`src/source/kronos_types.sv`:
```
// ==========================================================================
// Kronos execute slice shared definitions
// ==========================================================================

package kronos_types;

  // ========================================================================
  // Widths
  localparam int XLEN       = 32;
  localparam int REG_ADDR_W = 5;
  localparam int REG_COUNT  = 32;
  localparam int ALUOP_W    = 4;

  // ========================================================================
  // ALU operation codes
  // Bit 3 carry-in / invert, bit 2 reverse, bit 0 unsigned
  localparam logic [ALUOP_W-1:0] ADD  = 4'b0000;
  localparam logic [ALUOP_W-1:0] XOR  = 4'b0010;
  localparam logic [ALUOP_W-1:0] OR   = 4'b0110;
  localparam logic [ALUOP_W-1:0] AND  = 4'b0111;
  localparam logic [ALUOP_W-1:0] SLL  = 4'b0100;
  localparam logic [ALUOP_W-1:0] SRL  = 4'b0001;
  localparam logic [ALUOP_W-1:0] SUB  = 4'b1000;
  localparam logic [ALUOP_W-1:0] SLT  = 4'b1100;
  localparam logic [ALUOP_W-1:0] SLTU = 4'b1101;
  localparam logic [ALUOP_W-1:0] SRA  = 4'b1001;

  // Major opcodes handled by this slice
  localparam logic [6:0] OPCODE_OP    = 7'b0110011;
  localparam logic [6:0] OPCODE_OPIMM = 7'b0010011;

  // funct3 field
  localparam logic [2:0] F3_ADD  = 3'b000;
  localparam logic [2:0] F3_SLL  = 3'b001;
  localparam logic [2:0] F3_SLT  = 3'b010;
  localparam logic [2:0] F3_SLTU = 3'b011;
  localparam logic [2:0] F3_XOR  = 3'b100;
  localparam logic [2:0] F3_SR   = 3'b101;
  localparam logic [2:0] F3_OR   = 3'b110;
  localparam logic [2:0] F3_AND  = 3'b111;

  // funct7 field, also the upper immediate of shift immediates
  localparam logic [6:0] F7_BASE = 7'b0000000;
  localparam logic [6:0] F7_ALT  = 7'b0100000;

  // ========================================================================
  // Instruction word, R-type and I-type views of the same 32 bits
  typedef union packed {
    struct packed {
      logic [6:0]            funct7;
      logic [REG_ADDR_W-1:0] rs2;
      logic [REG_ADDR_W-1:0] rs1;
      logic [2:0]            funct3;
      logic [REG_ADDR_W-1:0] rd;
      logic [6:0]            opcode;
    } r_type;
    struct packed {
      logic [11:0]           imm;
      logic [REG_ADDR_W-1:0] rs1;
      logic [2:0]            funct3;
      logic [REG_ADDR_W-1:0] rd;
      logic [6:0]            opcode;
    } i_type;
  } instr_t;

endpackage
```
`src/source/kronos_exec_top.sv`:
```
// ==========================================================================
// Kronos two-stage execute slice
// ==========================================================================

`timescale 1ns/1ps

module kronos_exec_top
  import kronos_types::*;
(
  input  logic                  clk,
  input  logic                  rst_n,
  input  logic                  instr_valid,
  input  logic [31:0]           instr,
  output logic                  retire_valid,
  output logic                  retire_illegal,
  output logic [REG_ADDR_W-1:0] retire_rd,
  output logic [XLEN-1:0]       retire_data,
  output logic [XLEN-1:0]       instret
);

  // Decode stage
  logic [REG_ADDR_W-1:0] rs1_addr;
  logic [REG_ADDR_W-1:0] rs2_addr;
  logic [XLEN-1:0]       rs1_data;
  logic [XLEN-1:0]       rs2_data;
  logic                  use_imm;
  logic [XLEN-1:0]       imm;

  // Execute stage
  logic                  ex_valid;
  logic                  ex_illegal;
  logic [ALUOP_W-1:0]    ex_aluop;
  logic [REG_ADDR_W-1:0] ex_rd;
  logic [XLEN-1:0]       ex_op1;
  logic [XLEN-1:0]       ex_op2;
  logic [XLEN-1:0]       ex_result;
  logic                  ex_fwd_valid;

  // Retire stage write port
  logic                  wr_en;
  logic [REG_ADDR_W-1:0] wr_addr;
  logic [XLEN-1:0]       wr_data;

  // Only a valid legal instruction in execute may forward
  assign ex_fwd_valid = ex_valid & ~ex_illegal;

  // ========================================================================
  // Control
  kronos_decoder u_decoder (
    .clk         (clk),
    .rst_n       (rst_n),
    .instr_valid (instr_valid),
    .instr       (instr),
    .rs1_addr    (rs1_addr),
    .rs2_addr    (rs2_addr),
    .use_imm     (use_imm),
    .imm         (imm),
    .ex_valid    (ex_valid),
    .ex_illegal  (ex_illegal),
    .ex_aluop    (ex_aluop),
    .ex_rd       (ex_rd),
    // Source tags stay local to the decoder
    .ex_rs1      (),
    .ex_rs2      ()
  );

  // ========================================================================
  // Datapath
  kronos_regfile u_regfile (
    .clk      (clk),
    .rst_n    (rst_n),
    .rs1_addr (rs1_addr),
    .rs2_addr (rs2_addr),
    .rs1_data (rs1_data),
    .rs2_data (rs2_data),
    .wr_en    (wr_en),
    .wr_addr  (wr_addr),
    .wr_data  (wr_data)
  );

  // Retire forwarding uses the write port, rd 0 resolves to zero anyway
  kronos_operand u_operand (
    .clk          (clk),
    .rst_n        (rst_n),
    .rs1_addr     (rs1_addr),
    .rs2_addr     (rs2_addr),
    .rs1_data     (rs1_data),
    .rs2_data     (rs2_data),
    .use_imm      (use_imm),
    .imm          (imm),
    .ex_fwd_valid (ex_fwd_valid),
    .ex_rd        (ex_rd),
    .ex_result    (ex_result),
    .rt_fwd_valid (wr_en),
    .rt_rd        (wr_addr),
    .rt_data      (wr_data),
    .ex_op1       (ex_op1),
    .ex_op2       (ex_op2)
  );

  kronos_alu u_alu (
    .op1    (ex_op1),
    .op2    (ex_op2),
    .aluop  (ex_aluop),
    .result (ex_result)
  );

  kronos_retire u_retire (
    .clk            (clk),
    .rst_n          (rst_n),
    .ex_valid       (ex_valid),
    .ex_illegal     (ex_illegal),
    .ex_rd          (ex_rd),
    .ex_result      (ex_result),
    .retire_valid   (retire_valid),
    .retire_illegal (retire_illegal),
    .retire_rd      (retire_rd),
    .retire_data    (retire_data),
    .wr_en          (wr_en),
    .wr_addr        (wr_addr),
    .wr_data        (wr_data),
    .instret        (instret)
  );

endmodule

```
`src/source/kronos_retire.sv`:
```
// ==========================================================================
// Kronos retire stage
// ==========================================================================

`timescale 1ns/1ps

module kronos_retire
  import kronos_types::*;
(
  input  logic                  clk,
  input  logic                  rst_n,
  input  logic                  ex_valid,
  input  logic                  ex_illegal,
  input  logic [REG_ADDR_W-1:0] ex_rd,
  input  logic [XLEN-1:0]       ex_result,
  output logic                  retire_valid,
  output logic                  retire_illegal,
  output logic [REG_ADDR_W-1:0] retire_rd,
  output logic [XLEN-1:0]       retire_data,
  output logic                  wr_en,
  output logic [REG_ADDR_W-1:0] wr_addr,
  output logic [XLEN-1:0]       wr_data,
  output logic [XLEN-1:0]       instret
);

  // Retire control and counter
  always_ff @(posedge clk or negedge rst_n) begin
    if (!rst_n) begin
      retire_valid   <= 1'b0;
      retire_illegal <= 1'b0;
      retire_rd      <= '0;
      instret        <= '0;
    end else begin
      retire_valid   <= ex_valid;
      retire_illegal <= ex_illegal;
      retire_rd      <= ex_rd;
      // Counts at the edge that raises retire_valid
      if (ex_valid && !ex_illegal) begin
        instret <= instret + 1'b1;
      end
    end
  end

  // Result payload
  always_ff @(posedge clk) begin
    retire_data <= ex_result;
  end

  // Register-file write, x0 and illegal encodings never write
  assign wr_en   = retire_valid && !retire_illegal && (retire_rd != '0);
  assign wr_addr = retire_rd;
  assign wr_data = retire_data;

endmodule

```
`src/source/kronos_operand.sv`:
```
// ==========================================================================
// Kronos operand select and forwarding
// ==========================================================================

`timescale 1ns/1ps

module kronos_operand
  import kronos_types::*;
(
  input  logic                  clk,
  input  logic                  rst_n,
  input  logic [REG_ADDR_W-1:0] rs1_addr,
  input  logic [REG_ADDR_W-1:0] rs2_addr,
  input  logic [XLEN-1:0]       rs1_data,
  input  logic [XLEN-1:0]       rs2_data,
  input  logic                  use_imm,
  input  logic [XLEN-1:0]       imm,
  input  logic                  ex_fwd_valid,
  input  logic [REG_ADDR_W-1:0] ex_rd,
  input  logic [XLEN-1:0]       ex_result,
  input  logic                  rt_fwd_valid,
  input  logic [REG_ADDR_W-1:0] rt_rd,
  input  logic [XLEN-1:0]       rt_data,
  output logic [XLEN-1:0]       ex_op1,
  output logic [XLEN-1:0]       ex_op2
);

  logic [XLEN-1:0] src1;
  logic [XLEN-1:0] src2;
  logic [XLEN-1:0] op2_next;

  // Source value with read-after-write resolution
  // Youngest producer wins, execute before retire before the array
  function automatic logic [XLEN-1:0] resolve(
    input logic [REG_ADDR_W-1:0] addr,
    input logic [XLEN-1:0]       rf_data
  );
    if (addr == '0) begin
      return '0;
    end else if (ex_fwd_valid && (ex_rd == addr)) begin
      return ex_result;
    end else if (rt_fwd_valid && (rt_rd == addr)) begin
      return rt_data;
    end
    return rf_data;
  endfunction

  // ========================================================================
  // Operand select
  always_comb begin
    src1 = resolve(rs1_addr, rs1_data);
    src2 = resolve(rs2_addr, rs2_data);
  end

  // Immediate replaces op2, shifts only look at its low 5 bits
  assign op2_next = use_imm ? imm : src2;

  // ========================================================================
  // Execute-stage operand registers
  always_ff @(posedge clk or negedge rst_n) begin
    if (!rst_n) begin
      ex_op1 <= '0;
      ex_op2 <= '0;
    end else begin
      ex_op1 <= src1;
      ex_op2 <= op2_next;
    end
  end

endmodule

```
`src/source/kronos_regfile.sv`:
```
// ==========================================================================
// Kronos integer register file
// ==========================================================================

`timescale 1ns/1ps

module kronos_regfile
  import kronos_types::*;
(
  input  logic                  clk,
  input  logic                  rst_n,
  input  logic [REG_ADDR_W-1:0] rs1_addr,
  input  logic [REG_ADDR_W-1:0] rs2_addr,
  output logic [XLEN-1:0]       rs1_data,
  output logic [XLEN-1:0]       rs2_data,
  input  logic                  wr_en,
  input  logic [REG_ADDR_W-1:0] wr_addr,
  input  logic [XLEN-1:0]       wr_data
);

  // x0 is never written, so entry 0 stays at its reset value
  logic [XLEN-1:0] regs [REG_COUNT];

  // Write port
  always_ff @(posedge clk or negedge rst_n) begin
    if (!rst_n) begin
      for (int i = 0; i < REG_COUNT; i++) begin
        regs[i] <= '0;
      end
    end else if (wr_en && (wr_addr != '0)) begin
      regs[wr_addr] <= wr_data;
    end
  end

  // Asynchronous reads
  // Old contents until the write edge, forwarding covers the gap
  assign rs1_data = (rs1_addr == '0) ? '0 : regs[rs1_addr];
  assign rs2_data = (rs2_addr == '0) ? '0 : regs[rs2_addr];

endmodule

```
`src/source/kronos_decoder.sv`:
```
// ==========================================================================
// Kronos decoder and execute-stage control
// ==========================================================================

`timescale 1ns/1ps

module kronos_decoder
  import kronos_types::*;
(
  input  logic                  clk,
  input  logic                  rst_n,
  input  logic                  instr_valid,
  input  instr_t                instr,
  output logic [REG_ADDR_W-1:0] rs1_addr,
  output logic [REG_ADDR_W-1:0] rs2_addr,
  output logic                  use_imm,
  output logic [XLEN-1:0]       imm,
  output logic                  ex_valid,
  output logic                  ex_illegal,
  output logic [ALUOP_W-1:0]    ex_aluop,
  output logic [REG_ADDR_W-1:0] ex_rd,
  output logic [REG_ADDR_W-1:0] ex_rs1,
  output logic [REG_ADDR_W-1:0] ex_rs2
);

  logic                  is_op;
  logic                  is_opimm;
  logic [2:0]            funct3;
  logic [6:0]            upper7;
  logic [REG_ADDR_W-1:0] rd;
  logic [ALUOP_W-1:0]    aluop;
  logic                  illegal;

  // ========================================================================
  // Field extraction
  assign is_op    = (instr.r_type.opcode == OPCODE_OP);
  assign is_opimm = (instr.i_type.opcode == OPCODE_OPIMM);

  // Shared fields sit at the same bits in both views
  assign funct3 = instr.r_type.funct3;
  // funct7 for OP, upper immediate bits for OP-IMM
  assign upper7 = instr.r_type.funct7;
  assign rd     = instr.r_type.rd;

  // Register file addresses
  assign rs1_addr = instr.r_type.rs1;
  assign rs2_addr = instr.r_type.rs2;

  // Immediate path, sign-extended
  assign use_imm = is_opimm;
  assign imm     = {{(XLEN-12){instr.i_type.imm[11]}}, instr.i_type.imm};

  // ========================================================================
  // ALU operation and legality
  always_comb begin
    aluop   = ADD;
    illegal = 1'b0;

    case (funct3)
      // Register-immediate form never subtracts
      F3_ADD:  aluop = (is_op && upper7[5]) ? SUB : ADD;
      F3_SLL:  aluop = SLL;
      F3_SLT:  aluop = SLT;
      F3_SLTU: aluop = SLTU;
      F3_XOR:  aluop = XOR;
      F3_SR:   aluop = upper7[5] ? SRA : SRL;
      F3_OR:   aluop = OR;
      default: aluop = AND;
    endcase

    if (is_op) begin
      // Base funct7 is always fine, alternate only on ADD/SUB and SRL/SRA
      if (upper7 == F7_ALT) begin
        illegal = (funct3 != F3_ADD) && (funct3 != F3_SR);
      end else begin
        illegal = (upper7 != F7_BASE);
      end
    end else if (is_opimm) begin
      // Shift immediates carry a funct7 pattern in imm[11:5]
      if (funct3 == F3_SLL) begin
        illegal = (upper7 != F7_BASE);
      end else if (funct3 == F3_SR) begin
        illegal = (upper7 != F7_BASE) && (upper7 != F7_ALT);
      end
    end else begin
      // Any other major opcode
      illegal = 1'b1;
    end
  end

  // ========================================================================
  // Execute-stage control registers
  always_ff @(posedge clk or negedge rst_n) begin
    if (!rst_n) begin
      ex_valid   <= 1'b0;
      ex_illegal <= 1'b0;
      ex_aluop   <= ADD;
      ex_rd      <= '0;
      ex_rs1     <= '0;
      ex_rs2     <= '0;
    end else begin
      ex_valid   <= instr_valid;
      ex_illegal <= illegal;
      ex_aluop   <= aluop;
      ex_rd      <= rd;
      ex_rs1     <= rs1_addr;
      // No second source for OP-IMM
      ex_rs2     <= is_op ? rs2_addr : '0;
    end
  end

endmodule

```
`src/source/kronos_alu.sv`:
```
// ==========================================================================
// Kronos ALU
// ==========================================================================

`timescale 1ns/1ps

module kronos_alu
  import kronos_types::*;
(
  input  logic [XLEN-1:0]    op1,
  input  logic [XLEN-1:0]    op2,
  input  logic [ALUOP_W-1:0] aluop,
  output logic [XLEN-1:0]    result
);

  // Operation flags
  logic cin;
  logic rev;
  logic uns;

  // Per-function results
  logic [XLEN-1:0] r_adder;
  logic [XLEN-1:0] r_and;
  logic [XLEN-1:0] r_or;
  logic [XLEN-1:0] r_xor;
  logic [XLEN-1:0] r_shift;
  logic            r_comp;

  // Adder internals
  logic [XLEN-1:0] adder_b;
  logic            cout;

  // Comparator internals
  logic a_sign;
  logic b_sign;
  logic r_sign;
  logic r_lt;
  logic r_ltu;

  // Shifter internals
  logic [XLEN-1:0] sh_data;
  logic [4:0]      shamt;
  logic            shift_in;
  logic [XLEN-1:0] s0, s1, s2, s3, s4;

  // Bit reversal, turns the right shifter into a left shifter
  function automatic logic [XLEN-1:0] bit_rev(input logic [XLEN-1:0] d);
    logic [XLEN-1:0] r;
    for (int i = 0; i < XLEN; i++) begin
      r[i] = d[XLEN-1-i];
    end
    return r;
  endfunction

  // ========================================================================
  // Decode of the operation code
  assign cin = aluop[3];
  assign rev = aluop[2];
  assign uns = aluop[0];

  // ========================================================================
  // Shared adder
  // Inverted op2 plus carry-in gives subtraction
  always_comb begin
    adder_b = cin ? ~op2 : op2;
    {cout, r_adder} = {1'b0, op1} + {1'b0, adder_b} + {{XLEN{1'b0}}, cin};
  end

  // Bitwise logic
  always_comb begin
    r_and = op1 & op2;
    r_or  = op1 | op2;
    r_xor = op1 ^ op2;
  end

  // ========================================================================
  // Comparator, reads the subtraction op1 - op2 from the adder
  always_comb begin
    a_sign = op1[XLEN-1];
    b_sign = op2[XLEN-1];
    r_sign = r_adder[XLEN-1];

    // Same signs cannot overflow, so the difference sign decides
    // Mixed signs, the negative operand is the smaller one
    r_lt = (a_sign == b_sign) ? r_sign : a_sign;

    // No carry out means a borrow, op1 below op2 unsigned
    r_ltu = ~cout;

    r_comp = uns ? r_ltu : r_lt;
  end

  // ========================================================================
  // Barrel shifter
  // Five fixed right-shift levels, each fed by the previous one
  always_comb begin
    sh_data  = rev ? bit_rev(op1) : op1;
    // Arithmetic fill only for SRA
    shift_in = cin & op1[XLEN-1];
    shamt    = op2[4:0];

    s0 = shamt[0] ? {shift_in, sh_data[XLEN-1:1]} : sh_data;
    s1 = shamt[1] ? {{2{shift_in}}, s0[XLEN-1:2]} : s0;
    s2 = shamt[2] ? {{4{shift_in}}, s1[XLEN-1:4]} : s1;
    s3 = shamt[3] ? {{8{shift_in}}, s2[XLEN-1:8]} : s2;
    s4 = shamt[4] ? {{16{shift_in}}, s3[XLEN-1:16]} : s3;

    // Undo the reversal for left shifts
    r_shift = rev ? bit_rev(s4) : s4;
  end

  // ========================================================================
  // Result select
  always_comb begin
    unique case (aluop)
      SLT,
      SLTU: result = {{(XLEN-1){1'b0}}, r_comp};
      XOR:  result = r_xor;
      OR:   result = r_or;
      AND:  result = r_and;
      SLL,
      SRL,
      SRA:  result = r_shift;
      // ADD and SUB
      default: result = r_adder;
    endcase
  end

endmodule

```
`config.mk`:
```
export PLATFORM = sky130hd
export DESIGN_NAME = kronos_exec_top
export DESIGN_NICKNAME = d
export VERILOG_FILES = /design/src/source/kronos_types.sv /design/src/source/kronos_exec_top.sv /design/src/source/kronos_retire.sv /design/src/source/kronos_operand.sv /design/src/source/kronos_regfile.sv /design/src/source/kronos_decoder.sv /design/src/source/kronos_alu.sv
export SDC_FILE = /design/constraint.sdc
export NUM_CORES = 2
export LEC_CHECK = 0
export BUFFER_PORTS_ARGS = -buffer_cell sky130_fd_sc_hd__buf_2
export CORE_UTILIZATION = 44
export DETAILED_ROUTE_END_ITERATION = 12
export PLACE_DENSITY = 0.65
export SLEW_MARGIN = 20
export SYNTH_ARGS = -nofsm -noshare
export SYNTH_HDL_FRONTEND = slang
export SYNTH_SLANG_ARGS = --single-unit
```
`constraint.sdc`:
```
create_clock -name clk -period 12.1 [get_ports clk]
set_clock_uncertainty 0.1 [all_clocks]
set_input_delay 3.63 -clock clk [delete_from_list [all_inputs] [get_ports clk]]
set_output_delay 3.63 -clock clk [all_outputs]
set_load 0.02 [all_outputs]
```
==> impl_metrics.json <==
{
  "fp.dieArea_um2": 153400,
  "reg2reg_slack_ns": 6.95,
  "placedCellCount": 6467,
  "grt_usage": 0.2730,
  "cts_tree": "yes",
  "yosys.cell_types.count": 85,
  "worst-path-max-fanout": 100,
  "status": "complete, no violations",
  "die-height_um": 391.7,
  "antenna_found_initial": 3,
  "final_max_slew_viols": 0,
  "timing.rr.end": "u_operand.ex_op2[26]$_DFF_PN0_",
  "num_io_pins": 106,
  "maxCapViolations": 0,
  "clockBufferDepth": 3,
  "tightest_slew_ns": 1.178,
  "wl_cell_um": 30.96,
  "worst_ep_arrival_time_ns": 7.00,
  "setup_viol_count_final": 0,
  "gr-total-overflow": 0,
  "max_freq_mhz": 153.8,
  "port_buffers": 105,
  "cts_htree_levels": 3,
  "crit_start": "instr[20]",
  "regArea_um2": 29130,
  "cts.repair_timing.setup_buffer_count": 0,
  "detailedRoute.firstPassIterationCount": 9,
  "layout-drive-gt1-share": 0.4702,
  "worstSetupPathType": "in2reg",
  "cts.clk_slew.worst_paths_ns": 0.06,
  "finalWeightedCongestion": 1.016,
  "p_sw_frac": 0.2506,
  "post_cts_resize_count": 0,
  "hpwl_um": 125600,
  "synth_edf_count": 0,
  "seq_power_share": 0.464,
  "worstHoldStart": "u_decoder.ex_valid$_DFF_PN0_",
  "cts_hold_buf": 0,
  "top_ff_cell_synth": "sky130_fd_sc_hd__dfrtp_1",
  "clock-sinks": 1170,
  "n_fill_cell": 12803,
  "synth_simple_gate_area_share": 0.03108,
  "critPathCaptureType": "register",
  "p_int_mw": 6.400,
  "finalHoldViolCount": 0,
  "finish.net_count": 4707,
  "yosys-mux-area-fraction": 0.4167,
  "std_cell_rows": 142,
  "r2r_start": "u_operand.ex_op2[0]$_DFF_PN0_",
  "syn_area_per_cell_um2": 14.15,
  "vias_after_detailed_routing": 43727,
  "clk_latency_ns": 0.78,
  "synth_seq_cells": 1170,
  "power-per-cell-area_nw_per_um2": 116.2,
  "net-switching-power_mw": 2.140,
  "mappedNetlistNets": 4854,
  "core_area_um2": 150300,
  "worstRegToRegCells": 12,
  "fin_crit_sh": 0.5373,
  "synthCells": 4722,
  "drt_iter0_drc": 4184,
  "fin_area_um2": 73480,
  "synthXorXnorAreaFrac": 0.01453,
  "fin_cells": 6697,
  "post_synth_instance_area_um2": 66830,
  "die_width_um": 391.7,
  "share_of_the_synthesized_area_in_compound_gates_ao_oa_aoi_oai": 0.04894,
  "multiInputGateArea_um2": 35680,
  "comb_power_share": 0.075,
  "setup.worst_path.end": "u_operand.ex_op2[31]$_DFF_PN0_",
  "synth-adder-area-share": 0.01827,
  "cts_buffers": 120,
  "largest_family_of_logic_cells_by_synthesized_area": "multiplexers",
  "grt_first_pass_wirelength_um": 307800,
  "initial_utilization": 0.4446,
  "grt_pass1_vias": 44032,
  "clockRootBuffer": "sky130_fd_sc_hd__clkbuf_16",
  "clkPwrFrac": 0.461,
  "slew-limit-headroom": 0.2139,
  "avgViaCountPerCell": 6.529,
  "largest_net_degree_at_the_start_of_global_routing": 155,
  "final.setup.tns_ns": 0,
  "detail_route.wirelength_um": 207400,
  "syn2layout_area_growth_pct": 9.957,
  "totalPowerFinal_mw": 8.541,
  "placed_cell_area_um2": 69250,
  "min_path_cells": 0,
  "grt_setup_unrepaired": "false",
  "asyncSetResetFlopFracSynth": 0.9726,
  "vdd_ir_drop_max_mv": 0.1069,
  "post-route-min-period_ns": 6.502,
  "synth_seq_area_share": 0.4357,
  "synth-warning-count": 0,
  "power_leakage_nw": 33.52,
  "detail-route-antenna-nets": 0,
  "worst_setup_path_start_kind": "input pin",
  "timing.critical_path.required_ns": 12.60,
  "holdCritPathClass": "reg2reg",
  "remaining_drc_errors": 0
}
## worst max-delay path, stage by stage
cell and delay, ns:
sky130_fd_sc_hd__buf_8 0.49, sky130_fd_sc_hd__buf_12 0.53, sky130_fd_sc_hd__mux4_2 0.61, sky130_fd_sc_hd__mux4_2 0.52, sky130_fd_sc_hd__mux2_2 0.28, sky130_fd_sc_hd__a21oi_1 0.19
sky130_fd_sc_hd__nand3_1 0.10, sky130_fd_sc_hd__a21oi_1 0.17, sky130_fd_sc_hd__a211oi_1 0.07
## cell type report
class	instances	area share
sequential	1170	0.3964
clock inverter	51	0.009007
timing repair buffer	217	0.02173
clock buffer	175	0.04780
antenna	2	0.00006811
tap	2016	0.03433
inverter	100	0.005108
multi-input combinational	2966	0.4856
## cells in the mapped netlist, drive strengths merged, types with 13 or more instances
cell / count / area share
dfrtp: 1138 / 0.43
mux2: 1039 / 0.18
mux4: 678 / 0.23
clkbuf: 324 / 0.018
nand2: 170 / 0.0095
buf: 162 / 0.011
nor2: 149 / 0.0084
a21oi: 144 / 0.011
inv: 99 / 0.0056
o21ai: 98 / 0.0073
ha: 96 / 0.018
mux2i: 83 / 0.013
xor2: 64 / 0.0085
xnor2: 46 / 0.0060
nand3: 35 / 0.0026
o22ai: 34 / 0.0032
dfxtp: 32 / 0.0096
o211ai: 32 / 0.0036
a211oi: 28 / 0.0032
a21o: 28 / 0.0031
a221oi: 28 / 0.0041
o21a: 13 / 0.0015
## worst min path at each step
stage | end | slack [ns]
final | u_retire.retire_valid$_DFF_PN0_ | 0.26
after global routing | u_retire.retire_valid$_DFF_PN0_ | 0.28
after CTS | u_retire.retire_valid$_DFF_PN0_ | 0.26
after detailed placement | u_retire.retire_valid$_DFF_PN0_ | 0.25
after global placement | u_retire.retire_valid$_DFF_PN0_ | 0.25
after floorplan | u_retire.retire_valid$_DFF_PN0_ | 0.25
## sequential cells by signal, indices dropped and copies added, names as in the netlist, 4 cells and up
signal and cells:
u_decoder.ex_rd 5, u_regfile.regs 1024, u_retire.retire_rd 5, u_decoder.ex_aluop 4, u_retire.instret 32, u_retire.retire_data 32
u_operand.ex_op1 32, u_operand.ex_op2 32
## metrics by stage
| stage | setup WS, ns | util | hold slack, ns |
|---|---|---|---|
| after floorplan | 5.753 | - | 0.2465 |
| after global placement | 4.583 | 0.4606 | 0.2543 |
| after detailed placement | 4.837 | 0.4607 | 0.2542 |
| after CTS | 5.661 | 0.4885 | 0.2581 |
| after global routing | 5.354 | 0.4888 | 0.2772 |
| final | 5.598 | 0.4889 | 0.2585 |
## logic make-up (layout without fill, tap and decap cells)
| family | after synthesis | count (layout) |
|---|---|---|
| fa+ha+maj | 97 | 97 |
| compound gates | 497 | 497 |
| simple gates | 462 | 462 |
| flops | 1170 | 1170 |
| other cells | 0 | 2 |
| xor+xnor | 110 | 110 |
| mux | 1800 | 1800 |
| buf+inv | 586 | 543 |
## per-layer routing
layer	track usage	share of wire	up-vias
met4	0.1138	0.041	4
met5	0	0.00011	-
met2	0.4186	0.46	1875
li1	-	-	17810
met1	0.3806	0.41	23594
met3	0.05305	0.082	444
## cell usage in the layout (no fill, tap or decap), types with 27 or more instances in the layout
master | synthesis | final
sky130_fd_sc_hd__dfrtp_1 | 1138 | 1135
sky130_fd_sc_hd__mux2_2 | 1038 | 1038
sky130_fd_sc_hd__mux4_2 | 669 | 669
sky130_fd_sc_hd__nand2_1 | 170 | 159
sky130_fd_sc_hd__a21oi_1 | 143 | 143
sky130_fd_sc_hd__nor2_1 | 149 | 127
sky130_fd_sc_hd__clkbuf_16 | 0 | 122
sky130_fd_sc_hd__buf_4 | 3 | 104
sky130_fd_sc_hd__inv_1 | 98 | 98
sky130_fd_sc_hd__ha_1 | 96 | 96
sky130_fd_sc_hd__buf_2 | 53 | 94
sky130_fd_sc_hd__o21ai_0 | 90 | 90
sky130_fd_sc_hd__mux2i_1 | 82 | 82
sky130_fd_sc_hd__xor2_1 | 63 | 63
sky130_fd_sc_hd__xnor2_1 | 46 | 46
sky130_fd_sc_hd__nand3_1 | 35 | 34
sky130_fd_sc_hd__o22ai_1 | 34 | 34
sky130_fd_sc_hd__o211ai_1 | 32 | 32
sky130_fd_sc_hd__dfxtp_1 | 32 | 29
sky130_fd_sc_hd__a21o_1 | 28 | 28
sky130_fd_sc_hd__a211oi_1 | 27 | 27
sky130_fd_sc_hd__clkbuf_1 | 324 | 27
## power by group through the flow
stage | clock [mW] | sequential (mW) | combinational (mW)
final | 3.94 | 3.96 | 0.637
after global routing | 4.15 | 3.96 | 0.681
after CTS | 4.00 | 3.96 | 0.639
after detailed placement | 0 | 4.03 | 0.638
after global placement | 0 | 4.03 | 0.635
after floorplan | 0 | 4.03 | 0.356
Power figures use the tool's default switching activity.
